<file path="config.mk">
export PLATFORM = sky130hd
export DESIGN_NAME = hci_top
export DESIGN_NICKNAME = d
export VERILOG_FILES = /design/src/dbg_bus_pkg.sv /design/src/dbg_proto_pkg.sv /design/src/byte_fifo.sv /design/src/dbg_cmd_engine.sv /design/src/hci_top.sv
export SDC_FILE = /design/constraint.sdc
export NUM_CORES = 1
export LEC_CHECK = 0
export BUFFER_PORTS_ARGS = -buffer_cell sky130_fd_sc_hd__buf_2
export CAP_MARGIN = 10
export CORE_AREA = 2 2 173 175
export CTS_CLUSTER_DIAMETER = 200
export DETAILED_ROUTE_END_ITERATION = 12
export DIE_AREA = 0 0 175 177
export GPL_TIMING_DRIVEN = 1
export HOLD_SLACK_MARGIN = 0.02
export PLACE_DENSITY = 0.66
export SETUP_SLACK_MARGIN = 0.5
export SLEW_MARGIN = 40
export SYNTH_ARGS = -nofsm -noshare
export SYNTH_HDL_FRONTEND = slang
export SYNTH_SLANG_ARGS = --single-unit
export TNS_END_PERCENT = 10
</file>
<file path="constraint.sdc">
create_clock -name clk -period 5.55 [get_ports clk]
set_input_delay 0.2775 -clock clk [delete_from_list [all_inputs] [get_ports clk]]
set_output_delay 0.2775 -clock clk [all_outputs]
set_load 0.05 [all_outputs]
</file>
<file path="src/dbg_bus_pkg.sv">
`default_nettype none

// types of the cpu memory side
package dbg_bus_pkg;

    typedef logic [15:0] cpu_addr_t;   // 64 KB byte address space
    typedef logic [7:0]  cpu_data_t;   // byte wide data bus

    // number of data bytes carried by one packet
    typedef logic [15:0] xfer_count_t;

endpackage

`default_nettype wire

</file>
<file path="src/dbg_proto_pkg.sv">
`default_nettype none

// host debug protocol: byte type, opcodes and error code layout
package dbg_proto_pkg;

    // every packet and response is a stream of these
    typedef logic [7:0] dbg_byte_t;

    // first byte of each packet
    // values 05, 06 and 09 to 0c belonged to commands that are not served here,
    // so they fall into the unknown opcode path
    typedef enum dbg_byte_t {
        op_echo           = 8'h00, // cnt_lo, cnt_hi, data bytes
        op_cpu_mem_rd     = 8'h01, // addr_lo, addr_hi, cnt_lo, cnt_hi
        op_cpu_mem_wr     = 8'h02, // addr_lo, addr_hi, cnt_lo, cnt_hi, data bytes
        op_dbg_brk        = 8'h03,
        op_dbg_run        = 8'h04,
        op_query_dbg_brk  = 8'h07, // answers 01 in break, 00 while running
        op_query_err_code = 8'h08  // answers the sticky error byte
    } dbg_op_e;

    // bit positions inside the error code byte
    // bit 0 was the serial parity error and stays unused
    localparam int err_unknown_opcode = 1;

endpackage

`default_nettype wire

</file>
<file path="src/byte_fifo.sv">
`timescale 1ns/10ps
`default_nettype none

// synchronous byte fifo, head entry shown on rdata without a read cycle
module byte_fifo #(
    parameter int FIFO_DEPTH = 16  // power of two
) (
    input  logic                     clk,
    input  logic                     rst,
    input  logic                     push,
    input  dbg_proto_pkg::dbg_byte_t wdata,
    input  logic                     pop,
    output dbg_proto_pkg::dbg_byte_t rdata,
    output logic                     full,
    output logic                     empty
);

    import dbg_proto_pkg::*;

    localparam int addr_w = $clog2(FIFO_DEPTH);

    dbg_byte_t         mem [FIFO_DEPTH];
    logic [addr_w:0]   wr_ptr;  // extra msb tells a full buffer from an empty one
    logic [addr_w:0]   rd_ptr;

    always_ff @(posedge clk)
    begin
        if (rst)
        begin
            wr_ptr <= '0;
            rd_ptr <= '0;
        end
        else
        begin
            if (push)
                wr_ptr <= wr_ptr + 1'b1;
            if (pop)
                rd_ptr <= rd_ptr + 1'b1;
        end
    end

    // storage array
    always_ff @(posedge clk)
    begin
        if (push)
            mem[wr_ptr[addr_w-1:0]] <= wdata;
    end

    assign rdata = mem[rd_ptr[addr_w-1:0]];

    // same slot, different lap means full
    assign empty = (wr_ptr == rd_ptr);
    assign full  = (wr_ptr[addr_w] != rd_ptr[addr_w]) &&
                   (wr_ptr[addr_w-1:0] == rd_ptr[addr_w-1:0]);

endmodule

`default_nettype wire

</file>
<file path="src/dbg_cmd_engine.sv">
`timescale 1ns/10ps
`default_nettype none

// decodes debug packets from the rx fifo, runs them and queues the responses
module dbg_cmd_engine (
    input  logic                     clk,
    input  logic                     rst,
    input  logic                     brk,       // cpu side break request
    input  dbg_proto_pkg::dbg_byte_t rx_byte,
    input  logic                     rx_empty,
    output logic                     rx_pop,
    output dbg_proto_pkg::dbg_byte_t tx_byte,
    input  logic                     tx_full,
    output logic                     tx_push,
    output logic                     active,
    output logic                     wb_cyc,
    output logic                     wb_stb,
    output logic                     wb_we,
    output dbg_bus_pkg::cpu_addr_t   wb_adr,
    output dbg_bus_pkg::cpu_data_t   wb_wdata,
    input  dbg_bus_pkg::cpu_data_t   wb_rdata,
    input  logic                     wb_ack
);

    import dbg_proto_pkg::*;
    import dbg_bus_pkg::*;

    typedef enum logic [2:0] {
        st_disabled,
        st_decode,
        st_header,  // collects addr and count bytes
        st_echo,
        st_write,
        st_read
    } state_t;

    state_t      state_q, state_d;
    state_t      exec_q, exec_d;        // stage entered once the header is in
    logic [1:0]  hdr_cnt_q, hdr_cnt_d;  // 0 addr_lo, 1 addr_hi, 2 cnt_lo, 3 cnt_hi
    xfer_count_t count_q, count_d;
    cpu_addr_t   addr_q, addr_d;
    cpu_data_t   wdata_q, wdata_d;
    dbg_byte_t   err_q, err_d;          // sticky, never cleared by a query
    logic        cyc_q, cyc_d;          // one wishbone transfer in flight
    logic        we_q, we_d;

    always_comb
    begin
        state_d   = state_q;
        exec_d    = exec_q;
        hdr_cnt_d = hdr_cnt_q;
        count_d   = count_q;
        addr_d    = addr_q;
        wdata_d   = wdata_q;
        err_d     = err_q;
        cyc_d     = cyc_q;
        we_d      = we_q;
        rx_pop    = 1'b0;
        tx_push   = 1'b0;
        tx_byte   = rx_byte;  // echo path

        case (state_q)
            st_disabled:
            begin
                if (brk)
                    state_d = st_decode;
                else if (!rx_empty)
                begin
                    if (rx_byte == op_query_dbg_brk)
                    begin
                        // hold the query until there is room for the answer
                        if (!tx_full)
                        begin
                            rx_pop  = 1'b1;
                            tx_push = 1'b1;
                            tx_byte = 8'h00;
                        end
                    end
                    else
                    begin
                        rx_pop = 1'b1;  // anything else is dropped
                        if (rx_byte == op_dbg_brk)
                            state_d = st_decode;
                    end
                end
            end

            st_decode:
            begin
                if (!rx_empty)
                begin
                    case (rx_byte)
                        op_echo:
                        begin
                            rx_pop    = 1'b1;
                            hdr_cnt_d = 2'd2;  // echo has no address
                            exec_d    = st_echo;
                            state_d   = st_header;
                        end
                        op_cpu_mem_rd:
                        begin
                            rx_pop    = 1'b1;
                            hdr_cnt_d = 2'd0;
                            exec_d    = st_read;
                            state_d   = st_header;
                        end
                        op_cpu_mem_wr:
                        begin
                            rx_pop    = 1'b1;
                            hdr_cnt_d = 2'd0;
                            exec_d    = st_write;
                            state_d   = st_header;
                        end
                        op_dbg_brk:
                            rx_pop = 1'b1;  // already in break
                        op_dbg_run:
                        begin
                            rx_pop  = 1'b1;
                            state_d = st_disabled;
                        end
                        op_query_dbg_brk:
                        begin
                            if (!tx_full)
                            begin
                                rx_pop  = 1'b1;
                                tx_push = 1'b1;
                                tx_byte = 8'h01;
                            end
                        end
                        op_query_err_code:
                        begin
                            if (!tx_full)
                            begin
                                rx_pop  = 1'b1;
                                tx_push = 1'b1;
                                tx_byte = err_q;
                            end
                        end
                        default:
                        begin
                            rx_pop                    = 1'b1;
                            err_d[err_unknown_opcode] = 1'b1;
                        end
                    endcase
                end
            end

            st_header:
            begin
                if (!rx_empty)
                begin
                    rx_pop    = 1'b1;
                    hdr_cnt_d = hdr_cnt_q + 2'd1;
                    case (hdr_cnt_q)
                        2'd0: addr_d  = {addr_q[15:8], rx_byte};
                        2'd1: addr_d  = {rx_byte, addr_q[7:0]};
                        2'd2: count_d = {count_q[15:8], rx_byte};
                        default:
                        begin
                            count_d = {rx_byte, count_q[7:0]};
                            state_d = (count_d == '0) ? st_decode : exec_q;
                        end
                    endcase
                end
            end

            st_echo:
            begin
                if (!rx_empty && !tx_full)
                begin
                    rx_pop  = 1'b1;
                    tx_push = 1'b1;
                    count_d = count_q - 16'd1;
                    if (count_q == 16'd1)
                        state_d = st_decode;
                end
            end

            st_write:
            begin
                if (cyc_q)
                begin
                    if (wb_ack)
                    begin
                        cyc_d   = 1'b0;
                        we_d    = 1'b0;
                        addr_d  = addr_q + 16'd1;  // wraps past ffff
                        count_d = count_q - 16'd1;
                        if (count_q == 16'd1)
                            state_d = st_decode;
                    end
                end
                else if (!rx_empty)
                begin
                    rx_pop  = 1'b1;  // next data byte only after the previous ack
                    wdata_d = rx_byte;
                    cyc_d   = 1'b1;
                    we_d    = 1'b1;
                end
            end

            st_read:
            begin
                if (cyc_q)
                begin
                    // tx_full was low at the start and only this engine pushes
                    if (wb_ack)
                    begin
                        tx_push = 1'b1;
                        tx_byte = wb_rdata;
                        cyc_d   = 1'b0;
                        addr_d  = addr_q + 16'd1;
                        count_d = count_q - 16'd1;
                        if (count_q == 16'd1)
                            state_d = st_decode;
                    end
                end
                else if (!tx_full)
                    cyc_d = 1'b1;
            end

            default:
                state_d = st_decode;
        endcase
    end

    always_ff @(posedge clk)
    begin
        if (rst)
        begin
            state_q   <= st_decode;  // comes up in break
            exec_q    <= st_echo;
            hdr_cnt_q <= 2'd0;
            count_q   <= '0;
            err_q     <= '0;
            cyc_q     <= 1'b0;
            we_q      <= 1'b0;
        end
        else
        begin
            state_q   <= state_d;
            exec_q    <= exec_d;
            hdr_cnt_q <= hdr_cnt_d;
            count_q   <= count_d;
            err_q     <= err_d;
            cyc_q     <= cyc_d;
            we_q      <= we_d;
        end
    end

    always_ff @(posedge clk)
    begin
        addr_q  <= addr_d;
        wdata_q <= wdata_d;
    end

    assign active   = (state_q != st_disabled);
    assign wb_cyc   = cyc_q;
    assign wb_stb   = cyc_q;  // raised and dropped with cyc
    assign wb_we    = we_q;
    assign wb_adr   = addr_q;
    assign wb_wdata = wdata_q;

endmodule

`default_nettype wire

</file>
<file path="src/hci_top.sv">
`timescale 1ns/10ps
`default_nettype none

// host command interface: rx fifo -> command engine -> tx fifo
module hci_top #(
    parameter int FIFO_DEPTH = 16
) (
    input  logic                     clk,
    input  logic                     rst,
    input  logic                     brk,
    input  logic                     rx_push,
    input  dbg_proto_pkg::dbg_byte_t rx_byte,
    output logic                     rx_full,
    input  logic                     tx_pop,
    output dbg_proto_pkg::dbg_byte_t tx_byte,
    output logic                     tx_empty,
    output logic                     active,
    output logic                     wb_cyc,
    output logic                     wb_stb,
    output logic                     wb_we,
    output dbg_bus_pkg::cpu_addr_t   wb_adr,
    output dbg_bus_pkg::cpu_data_t   wb_wdata,
    input  dbg_bus_pkg::cpu_data_t   wb_rdata,
    input  logic                     wb_ack
);

    import dbg_proto_pkg::*;

    dbg_byte_t rx_head;   // oldest host byte
    logic      rx_empty;
    logic      rx_pop;
    dbg_byte_t tx_data;   // response byte from the engine
    logic      tx_push;
    logic      tx_full;

    byte_fifo #(.FIFO_DEPTH(FIFO_DEPTH)) rx_fifo (
        .clk   (clk),
        .rst   (rst),
        .push  (rx_push),
        .wdata (rx_byte),
        .pop   (rx_pop),
        .rdata (rx_head),
        .full  (rx_full),
        .empty (rx_empty)
    );

    dbg_cmd_engine engine (
        .clk      (clk),
        .rst      (rst),
        .brk      (brk),
        .rx_byte  (rx_head),
        .rx_empty (rx_empty),
        .rx_pop   (rx_pop),
        .tx_byte  (tx_data),
        .tx_full  (tx_full),
        .tx_push  (tx_push),
        .active   (active),
        .wb_cyc   (wb_cyc),
        .wb_stb   (wb_stb),
        .wb_we    (wb_we),
        .wb_adr   (wb_adr),
        .wb_wdata (wb_wdata),
        .wb_rdata (wb_rdata),
        .wb_ack   (wb_ack)
    );

    // responses to the host, in order of production
    byte_fifo #(.FIFO_DEPTH(FIFO_DEPTH)) tx_fifo (
        .clk   (clk),
        .rst   (rst),
        .push  (tx_push),
        .wdata (tx_data),
        .pop   (tx_pop),
        .rdata (tx_byte),
        .full  (tx_full),
        .empty (tx_empty)
    );

endmodule

`default_nettype wire

</file>
-- Word-level counts from Yosys, hierarchy flattened
Memories as Yosys holds them, arrays and structs flattened. A register that Yosys moved wholly into a read port is not among the register bits.
Index checks and enable logic that the tools add are counted.
- reduce and logical (&&, ||, !) cells: 32
- equal/unequal tests: 40
- mux-type cells: 74
- add/sub/neg operators: 7
- bitwise logic cells: 3
- operator list (cell ; count):
    two-way mux 16 bit ; 7
    one-hot mux 16 bit (2 select lines) ; 3
    two-way mux 8 bit ; 9
    one-hot mux 16 bit (3 select lines) ; 1
    two-way mux 3 bit ; 12
    two-way mux 1 bit ; 26
    one-hot mux 8 bit (3 select lines) ; 1
    adder 5 x 1 -> 5 bit, second input constant ; 4
    inequality test 2 bit, second input constant ; 10
    adder 16 x 1 -> 16 bit, second input constant ; 1
    == test 16 x 1 -> 1 bit, second input constant ; 1
    == test 8 x 2 -> 1 bit, second input constant ; 2
    == test 8 x 3 -> 1 bit, second input constant ; 2
    logical NOT 16 bit ; 1
    two-way mux 4 bit ; 4
    one-hot mux 8 bit (2 select lines) ; 1
    subtractor 16 x 1 -> 16 bit, second input constant ; 1
    one-hot mux 3 bit (5 select lines) ; 1
    AND reduction 7 bit ; 2
    inequality test 3 bit, second input constant ; 4
    AND reduction 3 bit ; 4
    AND reduction 6 bit ; 2
    == test 5 bit ; 2
    inequality test 2 x 1 -> 1 bit, second input constant ; 5
    31 further kinds ; 50
- register bits: 71
- memories: 2
- bits in writable memories: 256
- memories (memory ; words ; bits a word ; rd ports ; clocked after memory_dff ; write ports ; RTL line ; RTL):
    rx_fifo.mem ; 16 ; 8 ; 1 ; 1 ; 1 ; byte_fifo.sv:22 ; dbg_byte_t mem [FIFO_DEPTH];
    tx_fifo.mem ; 16 ; 8 ; 1 ; 1 ; 1 ; byte_fifo.sv:22 ;

-- Longest topological paths before layout
- word-level depth: 9
- mapped depth: 12

-- Hierarchy
From an unflattened synthesis, not the netlist that was laid out.
- cell total of the unflattened synthesis: 945
- area, all modules: 14535.2 µm²
- modules (own cells, without submodules) (module ; sequential area each (µm²) ; cells an instance ; area an instance (µm²) ; times used):
    byte_fifo at rx_fifo ; 4124.0 ; 279 ; 5594.1 ; 1
    byte_fifo at tx_fifo ; 4124.0 ; 279 ; 5570.3 ; 1
    dbg_cmd_engine ; 1261.2 ; 387 ; 3370.7 ; 1

-- Least setup slack after synthesis
Ideal clock, no wire load.
- path kind: register -> register
- start point: register with a tool-made name
- end point: memory tx_fifo.mem[3][0] (netlist name) (enable)
- data arrival time: 3.061 ns
- cell stages (with the launch flop): 10
- period minus slack after synthesis: 3.456 ns
- path slack: 2.094 ns
- cells stage by stage: dfxtp_1 > buf_6 > buf_8 > mux4_2 > a22oi_1 > o2111ai_2 > nor2_4 > a41oi_2 > buf_2 > nor4_1
- RTL lines (element ; RTL line):
    end: declaration ; byte_fifo.sv:22

==> impl_results.md <==
* Syn nets at approximately 1000
* DRC at 0
* Max_slew headroom at between 40% and 50%
* Initial Util at between 40 and 50%
* Smallest hold slack at approximately 0.062 ns
* FFs w/ async S/R, synth at 0%
* P per Cell Area at between 400 and 500 nW/um^2
* Die Ht at between 150 and 200 um
* Setup Crit Path Kind: flop to flop
* Area of the multi-input gates at roughly 4600 sq um
* Clock tree buffer depth at 3
* CTS H-tree depth at 2
* Mean post-synth cell area at between 15 and 20 sq um
* Die W at 175 um
* Row cnt at 63
* Largest net degree at the start of global routing at 57
* Hold Buf Count CTS at 0
* Worst-path clk slew at around 0.06 ns
* Syn Std Cell Area at about 14000 sq um
* Cell variety after synth at 75
* YS warnings at 0
* Maximum capacitance violations at 0
* Final setup viols at 0
* Post-DP Area at approximately 15000 sq um
* Worst Hold Class: primary input to flop
* Total number of vias at 8566
* Max Transition Viols Final at 0
* Full die area at 31000 sq um
* Register area share after synthesis at 65.9%
* Pleak at around 0.0054 uW
* Initial DRT Pass Iterations at 5
* Area leader, netlist: edfxtp_1
* Clock skew at around 0.022 ns
* CTS tree: yes
* GRT overflow at 0
* PortBufs at a little under 60
* CP required at between 5 and 6 ns
* Nature of the critical path endpoint: flop
* Fmax at 236 MHz
* Share of layout cells above drive strength 1 at between 20% and 30%
* Crit-path max FO at 13
* Initial antenna violation count at 0
* Clock sink count at 335
* Routed len/inst at approximately 23 um
* Via density at a little under 6
* Layout Cell Area excl Fill at approximately 16000 sq um
* Post-synth EDFFs at 280
* Synth top area share at about three fifths
* First-pass GRT wire length at between 40000 and 50000 um
* Core area at between 20000 and 30000 sq um
* Clock Latency Late Sink at between 0.5 and 0.6 ns
* WP data arrival at approximately 4.4 ns
* Crit share post-route at between 70 and 80%
* Worst-Margin Slew at slightly below 0.9 ns
* Yosys reg bits at between 300 and 400
* FILL cells at about 2300
* Vias in the first global route at 8310
* Iter 0 DRT Violations at 900
* CTS Root Cell: clkbuf_16
* Post-place setup slack at around 1.1 ns
* Cell count after synthesis at roughly 940
* Status: complete, no violations
* TNS Setup at 0 ns
* PostCTS Resize Cnt at 0
* P&R area growth vs syn at 14.1%
* ANT cells at 0
* Register area at 9520 sq um
* Final WS setup at 1.30 ns
* Post-DRT Antenna Nets at 0
* Post-CTS Setup Repair Bufs at 0
* Total track usage at approximately 21%
* Final WL at around 33000 um
* Minimum clock period at 4.25 ns
* I/O pins at 60
* RSZ-0062 raised after global routing: no
* GPL Wtd Cong at roughly 0.9
* Final hold viol count at 0
* TritonCTS Buffers at 36
* Detail Placement HPWL at ~22000 um
* Post-layout nets at between 1000 and 1500
* VDD IR max at between 200 and 300 uV
* CP startpoint kind: flop
* Ys flop type: edfxtp_1
* Area contributors post-synth: edfxtp_1 58%, mux4_2 10%, dfxtp_1 7.6%
[cells in the final DEF, fill, tap and decap left out, types with 5 or more instances in the layout]
cell and count:
o21ai_1 13, buf_2 58, a21oi_1 17, inv_1 23, nand2_1 55, mux4_2 66
edfxtp_1 280, mux2i_1 17, a211oi_1 8, o221ai_2 5, clkinv_1 11, xor2_1 15
nor4_1 6, and3_1 6, nor2_1 71, a22oi_1 14, nor2b_1 5, or3_1 5
xnor2_1 25, a22o_1 8, and2_1 18, clkbuf_16 38, o21ai_0 30, nand2b_1 11
nor3_1 13, dfxtp_1 52, clkbuf_1 6, bufinv_16 6, ha_1 18, buf_4 24
nand3_1 17, nand4_1 14
[power by group]
| part | internal (uW) | total (uW) | switching [uW] |
|---|---|---|---|
| clock network | 1530 | 2470 | 943 |
| logic | 738 | 2090 | 1350 |
| registers | 3130 | 3280 | 150 |
| total | 5390 | 7840 | 2450 |
[cell families after synthesis]
logic type / after synthesis / synth area share [%]
DFF: 335 / 65.9
and+or+nand+nor: 246 / 8.44
AOI/OAI and AO/OA: 147 / 7.63
muxes: 88 / 11.9
buffers and inverters: 68 / 2.05
xor gates and xnor gates: 40 / 2.43
adders and majority gates: 19 / 1.65
[area by class of cell]
| type | instances | share of cell area [%] |
|---|---|---|
| timing repair buffer | 82 | 2.86 |
| multi-input combinational | 540 | 28.2 |
| clock buffer | 44 | 5.91 |
| tap | 390 | 2.96 |
| sequential | 335 | 57.8 |
| inverter | 27 | 0.616 |
| clock inverter | 21 | 1.59 |
[cell usage after synthesis, types with 6 or more instances]
cell / instances
a211oi_1: 8
a21oi_1: 18
a22o_1: 8
a22oi_1: 14
and2_1: 18
and3_1: 6
buf_1: 6
clkbuf_1: 25
dfxtp_1: 55
edfxtp_1: 280
ha_1: 19
inv_1: 23
mux2i_1: 17
mux4_2: 66
nand2_1: 55
nand2b_1: 11
nand3_1: 17
nand4_1: 14
nor2_1: 73
nor3_1: 13
nor4_1: 9
o21ai_0: 30
o21ai_1: 13
xnor2_1: 25
xor2_1: 15
[worst max-delay path, stage by stage (launching register included)]
cell and delay, ns:
dfxtp_1 0.70, buf_4 0.31, nand2b_1 0.31, o221ai_2 0.30
inv_1 0.29, nand4_1 0.26, o21ai_1 0.20, a41oi_2 0.43
nand2b_1 0.41, nor2_1 0.64
[per-layer routing]
metal	vias to the layer above	global-route usage, %	part of all wire (%)
li1	3857	-	-
met1	4353	31.8	44
met2	311	33.5	48
met3	45	3.61	6.4
met4	0	5.49	1.8
met5	-	0	0
[state kept, by name, indices dropped and copies added, names as in the netlist, 2 cells and up, named ones only]
| signal | flops |
|---|---|
| engine.wb_adr | 16 |
| tx_fifo.mem | 128 |
| rx_fifo.rd_ptr | 5 |
| tx_fifo.wr_ptr | 5 |
| engine.state_q | 3 |
| tx_fifo.rd_ptr | 5 |
| rx_fifo.wr_ptr | 5 |
| engine.exec_q | 3 |
| rx_fifo.mem | 128 |
| engine.count_q | 16 |
| engine.hdr_cnt_q | 2 |
| engine.wb_wdata | 8 |
[path summary, 6_finish.rpt]
check	startpoint	to	slack [ns]	depth (start not counted)
worst max-delay path	flop	tx_fifo.mem[6][3]$_DFFE_PP_	1.30	9
worst min-delay path	wb_ack	engine.wb_cyc$_SDFFE_PP0N_	0.06	2
worst max register to register	flop	tx_fifo.mem[6][3]$_DFFE_PP_	1.30	9
worst min register to register	engine.exec_q[2]$_SDFFE_PP0P_	engine.exec_q[2]$_SDFFE_PP0P_	0.47	2
[through the flow]
step	util (%)	instances	total power, uW
floorplan	-	943	4700
global placement	52.0	1374	5370
detailed placement	52.0	1374	5400
CTS	56.2	1439	7860
global route	56.3	1439	8180
finish	56.3	1439	7840
Note: power is estimated with default switching activity, not from simulation.
